$ cat src/rtl/dfd_pkg.sv
package dfd_pkg;

  // APB geometry and register map
  localparam int unsigned APB_ADDR_W = 12;
  localparam int unsigned APB_DATA_W = 32;

  localparam logic [APB_ADDR_W-1:0] CTRL_OFS   = 12'h000;
  localparam logic [APB_ADDR_W-1:0] STATUS_OFS = 12'h004;
  localparam logic [APB_ADDR_W-1:0] RDPTR_OFS  = 12'h008;
  localparam logic [APB_ADDR_W-1:0] RDDATA_OFS = 12'h00C;

  // Retirement fields, iAddr holds address bits 28:1
  localparam int unsigned IADDR_W  = 28;
  localparam int unsigned ITYPE_W  = 3;
  localparam int unsigned TSTAMP_W = 31;

  typedef struct packed {
    logic [APB_ADDR_W-1:0] addr;
    logic                  sel;
    logic                  enable;
    logic                  write;
    logic [APB_DATA_W-1:0] wdata;
  } apbReq_t;

  typedef struct packed {
    logic                  ready;
    logic [APB_DATA_W-1:0] rdata;
    logic                  slverr;
  } apbRsp_t;

  typedef struct packed {
    logic               valid;
    logic [ITYPE_W-1:0] iType;
    logic [IADDR_W-1:0] iAddr;
  } retire_t;

  typedef struct packed {
    logic               kind;
    logic [ITYPE_W-1:0] iType;
    logic [IADDR_W-1:0] iAddr;
  } instWord_t;

  typedef struct packed {
    logic                kind;
    logic [TSTAMP_W-1:0] tstamp;
  } tsWord_t;

  // Kind bit 31 selects the view
  typedef union packed {
    instWord_t inst;
    tsWord_t   ts;
  } traceWord_u;

  typedef struct packed {
    logic [7:0] period;
    logic       enable;
  } ctrlReg_t;

  typedef enum logic [1:0] {
    IDLE,
    ARMED,
    TRACING,
    FULL
  } traceState_e;

endpackage

$ cat src/rtl/dfd_apb_regs.sv
`timescale 1ns/1ps

module dfd_apb_regs #(
  parameter int unsigned BUF_DEPTH = 64,
  localparam int unsigned PTR_W = $clog2(BUF_DEPTH),
  localparam int unsigned CNT_W = $clog2(BUF_DEPTH + 1)
) (
  input  logic                  i_clk,
  input  logic                  i_rstN,
  input  dfd_pkg::apbReq_t      i_apbReq,
  output dfd_pkg::apbRsp_t      o_apbRsp,
  output dfd_pkg::ctrlReg_t     o_ctrl,
  input  dfd_pkg::traceState_e  i_state,
  input  logic [CNT_W-1:0]      i_wrCount,
  output logic [PTR_W-1:0]      o_rdAddr,
  output logic                  o_rdEn,
  input  dfd_pkg::traceWord_u   i_rdData
);

  dfd_pkg::ctrlReg_t                ctrlQ;
  logic [PTR_W-1:0]                 rdPtrQ;
  logic                             rdWaitQ;
  logic                             access;
  logic                             hitCtrl;
  logic                             hitStatus;
  logic                             hitRdPtr;
  logic                             hitRdData;
  logic                             badAccess;
  logic                             rdDataRead;
  logic                             wrAccept;
  logic                             statusFull;
  logic                             statusActive;
  logic [dfd_pkg::APB_DATA_W-1:0]   statusWord;

  assign access    = i_apbReq.sel & i_apbReq.enable;
  assign hitCtrl   = (i_apbReq.addr == dfd_pkg::CTRL_OFS);
  assign hitStatus = (i_apbReq.addr == dfd_pkg::STATUS_OFS);
  assign hitRdPtr  = (i_apbReq.addr == dfd_pkg::RDPTR_OFS);
  assign hitRdData = (i_apbReq.addr == dfd_pkg::RDDATA_OFS);

  // Unmapped offsets and writes to read-only registers
  assign badAccess = ~(hitCtrl | hitStatus | hitRdPtr | hitRdData) |
                     (i_apbReq.write & (hitStatus | hitRdData));

  assign rdDataRead = access & hitRdData & ~i_apbReq.write;
  assign wrAccept   = access & i_apbReq.write & ~badAccess;

  assign statusFull   = (i_wrCount == CNT_W'(BUF_DEPTH));
  assign statusActive = (i_state == dfd_pkg::TRACING);
  assign statusWord   = {16'(i_wrCount), 14'd0, statusFull, statusActive};

  always_comb begin
    o_apbRsp = '0;
    if (access) begin
      // RAM read needs one wait state
      o_apbRsp.ready  = ~rdDataRead | rdWaitQ;
      o_apbRsp.slverr = badAccess;
      if (!badAccess && !i_apbReq.write) begin
        if (hitCtrl) begin
          o_apbRsp.rdata = {16'd0, ctrlQ.period, 7'd0, ctrlQ.enable};
        end else if (hitStatus) begin
          o_apbRsp.rdata = statusWord;
        end else if (hitRdPtr) begin
          o_apbRsp.rdata = dfd_pkg::APB_DATA_W'(rdPtrQ);
        end else if (rdWaitQ) begin
          o_apbRsp.rdata = i_rdData;
        end
      end
    end
  end

  always_ff @(posedge i_clk or negedge i_rstN) begin
    if (!i_rstN) begin
      ctrlQ   <= '0;
      rdPtrQ  <= '0;
      rdWaitQ <= 1'b0;
    end else begin
      rdWaitQ <= rdDataRead & ~rdWaitQ;
      if (wrAccept && hitCtrl) begin
        ctrlQ.period <= i_apbReq.wdata[15:8];
        ctrlQ.enable <= i_apbReq.wdata[0];
      end
      if (wrAccept && hitRdPtr) begin
        rdPtrQ <= i_apbReq.wdata[PTR_W-1:0];
      end else if (rdDataRead && rdWaitQ) begin
        rdPtrQ <= rdPtrQ + PTR_W'(1);
      end
    end
  end

  assign o_ctrl   = ctrlQ;
  assign o_rdEn   = rdDataRead & ~rdWaitQ;
  assign o_rdAddr = rdPtrQ;

endmodule

$ cat src/rtl/dfd_trace_ctrl.sv
`timescale 1ns/1ps

module dfd_trace_ctrl (
  input  logic                  i_clk,
  input  logic                  i_rstN,
  input  dfd_pkg::ctrlReg_t     i_ctrl,
  input  logic                  i_traceStart,
  input  logic                  i_traceStop,
  input  logic                  i_tracePulse,
  input  logic                  i_full,
  output dfd_pkg::traceState_e  o_state,
  output logic                  o_active,
  output logic                  o_start,
  output logic                  o_clear
);

  dfd_pkg::traceState_e stateQ;
  dfd_pkg::traceState_e stateD;
  logic                 startQ;
  logic                 clearQ;

  always_comb begin
    stateD = stateQ;
    if (!i_ctrl.enable) begin
      stateD = dfd_pkg::IDLE;
    end else begin
      case (stateQ)
        dfd_pkg::IDLE: stateD = dfd_pkg::ARMED;
        dfd_pkg::ARMED: begin
          if (i_traceStart || i_tracePulse) stateD = dfd_pkg::TRACING;
        end
        dfd_pkg::TRACING: begin
          if (i_full) begin
            stateD = dfd_pkg::FULL;
          end else if (i_traceStop || i_tracePulse) begin
            stateD = dfd_pkg::ARMED;
          end
        end
        // FULL is left only by clearing enable
        default: stateD = stateQ;
      endcase
    end
  end

  always_ff @(posedge i_clk or negedge i_rstN) begin
    if (!i_rstN) begin
      stateQ <= dfd_pkg::IDLE;
      startQ <= 1'b0;
      clearQ <= 1'b0;
    end else begin
      stateQ <= stateD;
      startQ <= (stateD == dfd_pkg::TRACING) && (stateQ != dfd_pkg::TRACING);
      clearQ <= (stateD == dfd_pkg::IDLE) && (stateQ != dfd_pkg::IDLE);
    end
  end

  assign o_state  = stateQ;
  assign o_active = (stateQ == dfd_pkg::TRACING);
  assign o_start  = startQ;
  assign o_clear  = clearQ;

endmodule

$ cat src/rtl/dfd_trace_timer.sv
`timescale 1ns/1ps

module dfd_trace_timer (
  input  logic                          i_clk,
  input  logic                          i_rstN,
  input  logic                          i_start,
  input  logic [7:0]                    i_period,
  input  logic                          i_instWritten,
  input  logic                          i_tsWritten,
  output logic [dfd_pkg::TSTAMP_W-1:0]  o_tstamp,
  output logic                          o_syncDue
);

  logic [dfd_pkg::TSTAMP_W-1:0] tstampQ;
  logic [7:0]                   syncCntQ;
  logic                         dueQ;
  logic                         periodHit;

  // Instruction written now completes the period
  assign periodHit = (i_period != 8'd0) && i_instWritten && (syncCntQ + 8'd1 == i_period);

  always_ff @(posedge i_clk or negedge i_rstN) begin
    if (!i_rstN) begin
      tstampQ  <= '0;
      syncCntQ <= '0;
      dueQ     <= 1'b0;
    end else begin
      tstampQ <= tstampQ + 1'b1;
      if (i_start) begin
        syncCntQ <= '0;
        dueQ     <= 1'b1;
      end else if (i_tsWritten) begin
        syncCntQ <= '0;
        dueQ     <= 1'b0;
      end else begin
        if (i_instWritten) syncCntQ <= syncCntQ + 8'd1;
        if (periodHit) dueQ <= 1'b1;
      end
    end
  end

  assign o_tstamp  = tstampQ;
  assign o_syncDue = dueQ | i_start | periodHit;

endmodule

$ cat src/rtl/dfd_trace_encoder.sv
`timescale 1ns/1ps

module dfd_trace_encoder (
  input  logic                          i_clk,
  input  logic                          i_rstN,
  input  logic                          i_active,
  input  dfd_pkg::retire_t              i_retire,
  input  logic [dfd_pkg::TSTAMP_W-1:0]  i_tstamp,
  input  logic                          i_syncDue,
  output logic                          o_tsWritten,
  output logic                          o_instWritten,
  output logic                          o_wrEn,
  output dfd_pkg::traceWord_u           o_wrWord,
  output logic                          o_stall
);

  dfd_pkg::traceWord_u instWord;
  dfd_pkg::traceWord_u tsWord;
  dfd_pkg::traceWord_u holdWord;
  dfd_pkg::traceWord_u wrWordQ;
  logic                wrEnQ;
  logic                holdQ;
  logic                accept;

  assign accept = i_active & i_retire.valid & ~holdQ;

  always_comb begin
    instWord.inst.kind  = 1'b0;
    instWord.inst.iType = i_retire.iType;
    instWord.inst.iAddr = i_retire.iAddr;
    tsWord.ts.kind      = 1'b1;
    tsWord.ts.tstamp    = i_tstamp;
  end

  always_ff @(posedge i_clk or negedge i_rstN) begin
    if (!i_rstN) begin
      wrEnQ <= 1'b0;
      holdQ <= 1'b0;
    end else begin
      wrEnQ <= holdQ | accept;
      holdQ <= accept & i_syncDue;
    end
  end

  // Timestamp goes first, instruction waits one cycle
  always_ff @(posedge i_clk) begin
    if (holdQ) begin
      wrWordQ <= holdWord;
    end else if (accept && i_syncDue) begin
      wrWordQ  <= tsWord;
      holdWord <= instWord;
    end else if (accept) begin
      wrWordQ <= instWord;
    end
  end

  assign o_wrEn        = wrEnQ;
  assign o_wrWord      = wrWordQ;
  assign o_tsWritten   = wrEnQ & wrWordQ.ts.kind;
  assign o_instWritten = wrEnQ & ~wrWordQ.inst.kind;
  assign o_stall       = holdQ & i_active;

endmodule

$ cat src/rtl/dfd_trace_buffer.sv
`timescale 1ns/1ps

module dfd_trace_buffer #(
  parameter int unsigned BUF_DEPTH = 64,
  localparam int unsigned PTR_W = $clog2(BUF_DEPTH),
  localparam int unsigned CNT_W = $clog2(BUF_DEPTH + 1)
) (
  input  logic                 i_clk,
  input  logic                 i_rstN,
  input  logic                 i_clear,
  input  logic                 i_wrEn,
  input  dfd_pkg::traceWord_u  i_wrWord,
  input  logic                 i_rdEn,
  input  logic [PTR_W-1:0]     i_rdAddr,
  output dfd_pkg::traceWord_u  o_rdData,
  output logic [CNT_W-1:0]     o_wrCount,
  output logic                 o_full
);

  dfd_pkg::traceWord_u mem [BUF_DEPTH];
  dfd_pkg::traceWord_u rdDataQ;
  logic [PTR_W-1:0]    wrPtrQ;
  logic [CNT_W-1:0]    wrCountQ;
  logic                doWrite;

  // Writes past the depth are dropped
  assign doWrite = i_wrEn & ~o_full & ~i_clear;

  always_ff @(posedge i_clk or negedge i_rstN) begin
    if (!i_rstN) begin
      wrPtrQ   <= '0;
      wrCountQ <= '0;
    end else if (i_clear) begin
      wrPtrQ   <= '0;
      wrCountQ <= '0;
    end else if (doWrite) begin
      wrPtrQ   <= wrPtrQ + PTR_W'(1);
      wrCountQ <= wrCountQ + CNT_W'(1);
    end
  end

  always_ff @(posedge i_clk) begin
    if (doWrite) mem[wrPtrQ] <= i_wrWord;
    if (i_rdEn) rdDataQ <= mem[i_rdAddr];
  end

  assign o_rdData  = rdDataQ;
  assign o_wrCount = wrCountQ;
  assign o_full    = (wrCountQ == CNT_W'(BUF_DEPTH));

endmodule

$ cat src/rtl/dfd_trace_top.sv
`timescale 1ns/1ps

module dfd_trace_top #(
  parameter int unsigned BUF_DEPTH = 64
) (
  input  logic              i_clk,
  input  logic              i_rstN,
  input  dfd_pkg::apbReq_t  i_apbReq,
  output dfd_pkg::apbRsp_t  o_apbRsp,
  input  dfd_pkg::retire_t  i_retire,
  input  logic              i_traceStart,
  input  logic              i_traceStop,
  input  logic              i_tracePulse,
  output logic              o_active,
  output logic              o_stall
);

  localparam int unsigned PTR_W = $clog2(BUF_DEPTH);
  localparam int unsigned CNT_W = $clog2(BUF_DEPTH + 1);

  dfd_pkg::ctrlReg_t             ctrl;
  dfd_pkg::traceState_e          state;
  logic                          start;
  logic                          clear;
  logic [dfd_pkg::TSTAMP_W-1:0]  tstamp;
  logic                          syncDue;
  logic                          tsWritten;
  logic                          instWritten;
  logic                          wrEn;
  dfd_pkg::traceWord_u           wrWord;
  logic                          rdEn;
  logic [PTR_W-1:0]              rdAddr;
  dfd_pkg::traceWord_u           rdData;
  logic [CNT_W-1:0]              wrCount;
  logic                          full;

  //**************************************************************************
  // Register block and control
  //**************************************************************************
  dfd_apb_regs #(
    .BUF_DEPTH(BUF_DEPTH)
  ) u_regs (
    .i_clk    (i_clk),
    .i_rstN   (i_rstN),
    .i_apbReq (i_apbReq),
    .o_apbRsp (o_apbRsp),
    .o_ctrl   (ctrl),
    .i_state  (state),
    .i_wrCount(wrCount),
    .o_rdAddr (rdAddr),
    .o_rdEn   (rdEn),
    .i_rdData (rdData)
  );

  dfd_trace_ctrl u_ctrl (
    .i_clk       (i_clk),
    .i_rstN      (i_rstN),
    .i_ctrl      (ctrl),
    .i_traceStart(i_traceStart),
    .i_traceStop (i_traceStop),
    .i_tracePulse(i_tracePulse),
    .i_full      (full),
    .o_state     (state),
    .o_active    (o_active),
    .o_start     (start),
    .o_clear     (clear)
  );

  //**************************************************************************
  // Trace datapath
  //**************************************************************************
  dfd_trace_timer u_timer (
    .i_clk        (i_clk),
    .i_rstN       (i_rstN),
    .i_start      (start),
    .i_period     (ctrl.period),
    .i_instWritten(instWritten),
    .i_tsWritten  (tsWritten),
    .o_tstamp     (tstamp),
    .o_syncDue    (syncDue)
  );

  dfd_trace_encoder u_encoder (
    .i_clk        (i_clk),
    .i_rstN       (i_rstN),
    .i_active     (o_active),
    .i_retire     (i_retire),
    .i_tstamp     (tstamp),
    .i_syncDue    (syncDue),
    .o_tsWritten  (tsWritten),
    .o_instWritten(instWritten),
    .o_wrEn       (wrEn),
    .o_wrWord     (wrWord),
    .o_stall      (o_stall)
  );

  dfd_trace_buffer #(
    .BUF_DEPTH(BUF_DEPTH)
  ) u_buffer (
    .i_clk    (i_clk),
    .i_rstN   (i_rstN),
    .i_clear  (clear),
    .i_wrEn   (wrEn),
    .i_wrWord (wrWord),
    .i_rdEn   (rdEn),
    .i_rdAddr (rdAddr),
    .o_rdData (rdData),
    .o_wrCount(wrCount),
    .o_full   (full)
  );

endmodule

$ cat config.mk
export PLATFORM = sky130hd
export DESIGN_NAME = dfd_trace_top
export DESIGN_NICKNAME = d
export VERILOG_FILES = /design/src/rtl/dfd_pkg.sv /design/src/rtl/dfd_apb_regs.sv /design/src/rtl/dfd_trace_ctrl.sv /design/src/rtl/dfd_trace_timer.sv /design/src/rtl/dfd_trace_encoder.sv /design/src/rtl/dfd_trace_buffer.sv /design/src/rtl/dfd_trace_top.sv
export SDC_FILE = /design/constraint.sdc
export NUM_CORES = 2
export LEC_CHECK = 0
export BUFFER_PORTS_ARGS = -buffer_cell sky130_fd_sc_hd__buf_2
export CAP_MARGIN = 20
export CORE_MARGIN = 5
export CORE_UTILIZATION = 56
export CTS_CLUSTER_SIZE = 28
export DETAILED_ROUTE_END_ITERATION = 10
export MAX_ROUTING_LAYER = met4
export PLACE_DENSITY = 0.78
export SLEW_MARGIN = 0
export SYNTH_ARGS = -nofsm -noshare
export SYNTH_HDL_FRONTEND = slang
export SYNTH_SLANG_ARGS = --single-unit
$ cat constraint.sdc
create_clock -name i_clk -period 3.9 [get_ports i_clk]
set_input_delay 0.585 -clock i_clk [delete_from_list [all_inputs] [get_ports i_clk]]
set_output_delay 0.585 -clock i_clk [all_outputs]
set_load 0.02 [all_outputs]
; ---- Word-level counts from Yosys, hierarchy flattened
; Memories as Yosys holds them, arrays and structs flattened. A register that Yosys moved wholly into a read port is not among the register bits.
; Index checks and enable logic that the tools add are counted.
[op_classes]
add_sub_neg = 5
multipliers = 0
div = 0
magnitude_cmp = 0
eq_ne = 9
shift = 0
n_mux = 28
bitwise_logic = 33
n_reduce_logical = 24
[op_table]
columns = operator, n
row1 = 32-bit 2-to-1 mux, 7
row2 = 34-bit 2-to-1 mux, 1
row3 = 31-bit by 1-bit adder with 31-bit output (second input constant), 1
row4 = 31-bit 2-to-1 mux, 1
row5 = 12-bit by 4-bit == test with 1-bit output (second input constant), 2
row6 = 6-bit 2-to-1 mux, 4
row7 = 8-bit 2-to-1 mux, 3
row8 = 1-bit AND, 15
row9 = 7-bit 2-to-1 mux, 2
row10 = 6-bit by 1-bit adder with 6-bit output (second input constant), 2
row11 = 12-bit by 3-bit == test with 1-bit output (second input constant), 1
row12 = 12-bit zero test, 1
row13 = 1-bit logical AND, 9
row14 = 1-bit inverter, 9
row15 = 1-bit bitwise OR, 9
row16 = 3-bit nonzero test, 3
row17 = 8-bit by 1-bit adder with 8-bit output (second input constant), 1
row18 = 8-bit == test, 1
row19 = 2-bit 2-to-1 mux, 4
row20 = 8-bit nonzero test, 1
row21 = 7-bit by 1-bit adder with 7-bit output (second input constant), 1
row22 = 7-bit == test (second input constant), 1
row23 = 2-bit one-hot mux with 3 select lines, 1
row24 = 2-bit nonzero test, 3
row25 = other kinds (8), 16
[word_totals]
reg_bits = 138
latch_bits = 0
ramBits = 2048
mem_bits_ro = 0
in_bits = 84
output_inout_bits = 36
word_cells = 117
n_memories = 1
[mem_list]
columns = name, words, word_bits, rd, rd_clocked_by_memory_dff, write_ports, line_no
row1 = u_buffer.mem, 64, 32, 1, 1, 1, dfd_trace_buffer.sv:20  ; dfd_pkg::traceWord_u mem [BUF_DEPTH];

; ---- Depth between registers and ports, before layout
[logic_depth]
depth_word = 10
depth_mapped = 9
ltp_nobuf = 6

; ---- Modules after synthesis
; Synthesis repeated with hierarchy kept, for this count alone.
[hier_totals]
hier_cells = 3913
area_unflattened_um2 = 85769.8
[modules_own_cells]
columns = module, n_inst, cells_per_inst, area_per_inst_um2, seq_area_each_um2
row1 = dfd_trace_buffer, 1, 3404, 79642.6, 62785.2
row2 = dfd_trace_encoder, 1, 147, 2592.5, 1941.9
row3 = dfd_trace_timer, 1, 189, 2044.5, 1001.0
row4 = dfd_apb_regs, 1, 156, 1313.8, 400.4
row5 = dfd_trace_ctrl, 1, 17, 176.4, 100.1

; ---- Least setup slack after synthesis
; No wires, ideal clock.
[synth_timing]
kind = input to register
startpoint = input i_apbReq[44] (netlist bit)
endpoint = register u_buffer.rdDataQ (netlist bit u_buffer.o_rdData[0]) (read register of u_buffer.mem) (enable)
setup_ps = 463
arrival_time_ps = 3714
path_slack_ps = -277
cell_stages = 4
path_buffers = 1
path_cell_list = nor4_4 -> nand4_1 -> clkbuf_1 -> nor3_1
[synth_between]
elab_chain_cells = 4
[synth_rtl]
columns = element, line_no
row1 = from (decl), dfd_trace_top.sv:8  ; input dfd_pkg::apbReq_t i_apbReq,
row2 = 12-bit by 4-bit == test with 1-bit output, dfd_apb_regs.sv:39  ; assign hitRdData = (i_apbReq.addr == dfd_pkg::RDDATA_OFS);
row3 = 1-bit AND (2 in a row), dfd_apb_regs.sv:45  ; assign rdDataRead = access & hitRdData & ~i_apbReq.write;
row4 = 1-bit AND, dfd_apb_regs.sv:92  ; assign o_rdEn = rdDataRead & ~rdWaitQ;
row5 = net rdEn, dfd_trace_top.sv:31  ; logic rdEn;
row6 = to (decl), dfd_trace_buffer.sv:21  ; dfd_pkg::traceWord_u rdDataQ;
; The timed path passes the listed nets, and every way through them passes these cells.
; A chain may end at the register's enable or synchronous reset.

==> flow_metrics.py <==
metrics = {
    "worst_setup_path": {
        "crit_family": "simple AND/OR/NAND/NOR gates",
        "cp-end-kind": "output port",
        "setup.worst_path.class": "flop to output port",
        "r2r_setup_slack_ns": 0.42,
        "crit_chain": "and3_1, a22oi_1, nor2_1, buf_2",
        "start_kind": "flop",
        "worst-endpoint-required_ns": 3.31,
        "crit_slowest_cell": "and3_1",
        "crit_path_max_incr_delay_ns": 0.70,
        "arrival_ns": 3.15,
        "crit_fanout": 11,
        "path_buf_inv": 1,
    },
    "logic_synthesis": {
        "synth_area_per_cell_sq_um": 21.2,
        "syn_nets": 4128,
        "synthTopCellsByCount": "2143 x edfxtp_1, 512 x mux4_2, 147 x nor2_1",
        "async_flop_share_pct": 3.38,
        "synth_most_common_cell": "edfxtp_1",
        "ys_types": 75,
        "yosysWarnings": 0,
        "synth-main-ff-cell": "edfxtp_1",
        "synth_edf_count": 2143,
        "yosysSeqAreaShare_pct": 77.2,
        "ys_ff_latch": 2218,
        "yosysTopAreaCellShare_pct": 75.1,
        "netlist_instances": 4038,
        "synth_top_cell_by_area": "edfxtp_1",
        "ys_top_cells_by_area": "edfxtp_1 75%, mux4_2 13%, dfrtp_1 2.2%",
        "synth_area_sq_mm": 0.0857,
    },
    "finish": {
        "nNetsFinal": 4463,
        "drive_gt1_share_pct": 27.1,
        "n_fill_cell": 9400,
        "fin_cells": 6589,
        "area_growth_pct": 13.8,
    },
    "clock_tree": {
        "cts-resized-gates": 0,
        "cts_tree": "yes",
        "postCtsSetupBuffers": 0,
        "cts.sinks": 2218,
        "clk_path_buf_depth": 3,
        "clk_pin_slew_ns": 0.06,
        "h-tree-depth": 4,
        "cts_buffers": 205,
        "holdBufCountCts": 43,
        "clock_latency_ns": 0.84,
        "clockRootBuffer": "clkbuf_16",
    },
    "sta": {
        "report.final.slew_viol_count": 0,
        "fin_tns_setup_ns": 0,
        "hold_viol_final": 0,
        "skew_ns": 0.0344,
        "setup_viol": 0,
        "rsz0062_at_grt": "no",
        "final.period_utilization_pct": 95.8,
        "fmax_mhz": 268,
        "holdWs_ns": 0.0556,
        "worstMarginPinSlew_ns": 1.11,
        "relSlewSlack_pct": 25.9,
        "fin_crit_ns": 3.74,
    },
    "global_route": {
        "grt_max_degree": 83,
        "busiest_layer": "met2",
        "grt.met2_usage_pct": 45.0,
        "grt_util_met3_pct": 7.47,
        "grt.total_usage_pct": 29.3,
        "gr-total-overflow": 0,
        "grt_util_met1_pct": 38.2,
        "grt_antenna_before_repair": 12,
        "grt_pass1_wl_mm": 330,
        "grt_pass1_vias": 46487,
    },
    "floorplanning": {
        "die_h_microns": 401,
        "pin_count": 120,
        "core_area_sq_mm": 0.152,
        "chipWidth_microns": 401,
        "start_util_pct": 56.4,
        "rows": 143,
        "dieArea_sq_mm": 0.161,
    },
    "placed_design": {
        "place.gp.congestion": 0.838,
        "numPortBuffers": 101,
        "dp.cells": 6152,
        "hpwl_mm": 122,
    },
    "route": {
        "first_pass_iters": 9,
        "vias": 45940,
        "drc": 0,
        "drt_iter0_drc": 7972,
        "wire_per_inst_microns": 34.8,
        "wirelength_mm": 229,
        "detail-route-antenna-nets": 0,
        "vias_per_cell": 6.97,
    },
    "flow_run": {
        "drv_cap": 0,
    },
    "power": {
        "p_leak_nw": 30.2,
        "ir_drop_uv": 498,
        "powerDensity_mw_per_mm2": 470,
    },
    "min_path": {
        "hold_path.class": "input pin to flop",
    },
    "status": {
        "status": "complete, no violations",
    },
}
-- flip-flops by register name, summed over array words and instances (netlist names), 7 cells and up --
signal,count
u_encoder.o_wrWord,32
u_timer.syncCntQ,8
u_regs.o_ctrl,9
u_buffer.o_rdData,32
u_buffer.mem,2048
u_encoder.holdWord,31
u_timer.o_tstamp,31
u_buffer.o_wrCount,7
-- worst reg2reg max path: cells and delay by family, from the launching register on --
kind	cells	cell delay (ns)
AOI/OAI and AO/OA	1	0.34
buffers and inverters	3	0.97
DFF	1	0.46
and+or+nand+nor	3	1.39
-- cells in the final DEF (no fill, tap or decap), drive strengths merged, types with 17 or more instances in the layout --
cell type / synthesis / routed
edfxtp: 2143 / 2143
mux4: 512 / 512
buf: 115 / 318
clkbuf: 118 / 248
nor2: 147 / 147
nand2: 138 / 138
a22oi: 115 / 115
clkinv: 0 / 100
a21oi: 90 / 90
dfrtp: 75 / 75
mux2i: 72 / 72
o21ai: 70 / 70
o22ai: 48 / 48
dlygate4sd3: 0 / 43
xnor2: 33 / 33
a221o: 32 / 32
a222oi: 31 / 31
nand3: 31 / 31
nor3: 24 / 24
a211oi: 20 / 20
xor2: 19 / 19
bufinv: 0 / 19
inv: 11 / 19
and2: 18 / 18
nand4: 17 / 17
-- path summary, 6_finish.rpt --
path                                   endpoint            startpoint  cells after the start
max in group asynchronous      u_regs.o_ctrl[2]                i_rstN                      3
hold reg to reg            u_timer.o_tstamp[30]  u_timer.o_tstamp[30]                      1
setup reg to reg           u_buffer.mem[49][23]      u_encoder.o_wrEn                      7
min in group asynchronous  u_timer.o_tstamp[11]                i_rstN                      2
setup / recovery                   o_apbRsp[18]        u_regs.rdWaitQ                      4
hold / removal               u_regs.o_rdAddr[2]           i_apbReq[2]                      3
-- metrics by stage --
step / utilization, % / total power [mW] / instance area, sq um / setup slack, ns
2_1_floorplan: - / 26.3 / 85700 / 0.0756
3_3_place_gp: 59.5 / 26.4 / 90500 / 0.545
3_5_place_dp: 59.5 / 26.4 / 90500 / 0.514
4_1_cts: 64.1 / 46.0 / 97500 / 0.168
5_1_grt: 64.2 / 47.1 / 97600 / 0.119
6_report: 64.2 / 45.9 / 97600 / 0.162
-- routing by layer --
metal	vias up	routed length, microns
met4	0	10900
met1	23551	77500
li1	17727	-
met5	-	0
met2	3992	110000
met3	670	30200
-- cells by family after synthesis --
family	count (synthesis)	share of synthesized area, %
mux	594	14.4
compound gates	481	3.96
buf+inv	244	1.30
xor+xnor	52	0.531
fa+ha+maj	6	0.0876
flops	2218	77.2
simple gates	443	2.46
-- final cells by class --
cell class / count / area [sq um] / share of cell area [%]
sequential: 2218 / 66200 / 67.9
clock buffer: 248 / 5420 / 5.55
clock inverter: 134 / 1240 / 1.27
tap: 2030 / 2540 / 2.60
timing repair buffer: 361 / 3130 / 3.20
inverter: 11 / 42.5 / 0.0436
multi-input combinational: 1576 / 19000 / 19.4
antenna: 11 / 27.5 / 0.0282
-- report_power, final --
| group | switching (mW) | internal (mW) |
|---|---|---|
| Sequential | 0.00142 | 25.7 |
| Clock | 8.78 | 11.2 |
| Combinational | 0.124 | 0.117 |
No activity file was read; power rests on OpenSTA's default activity.
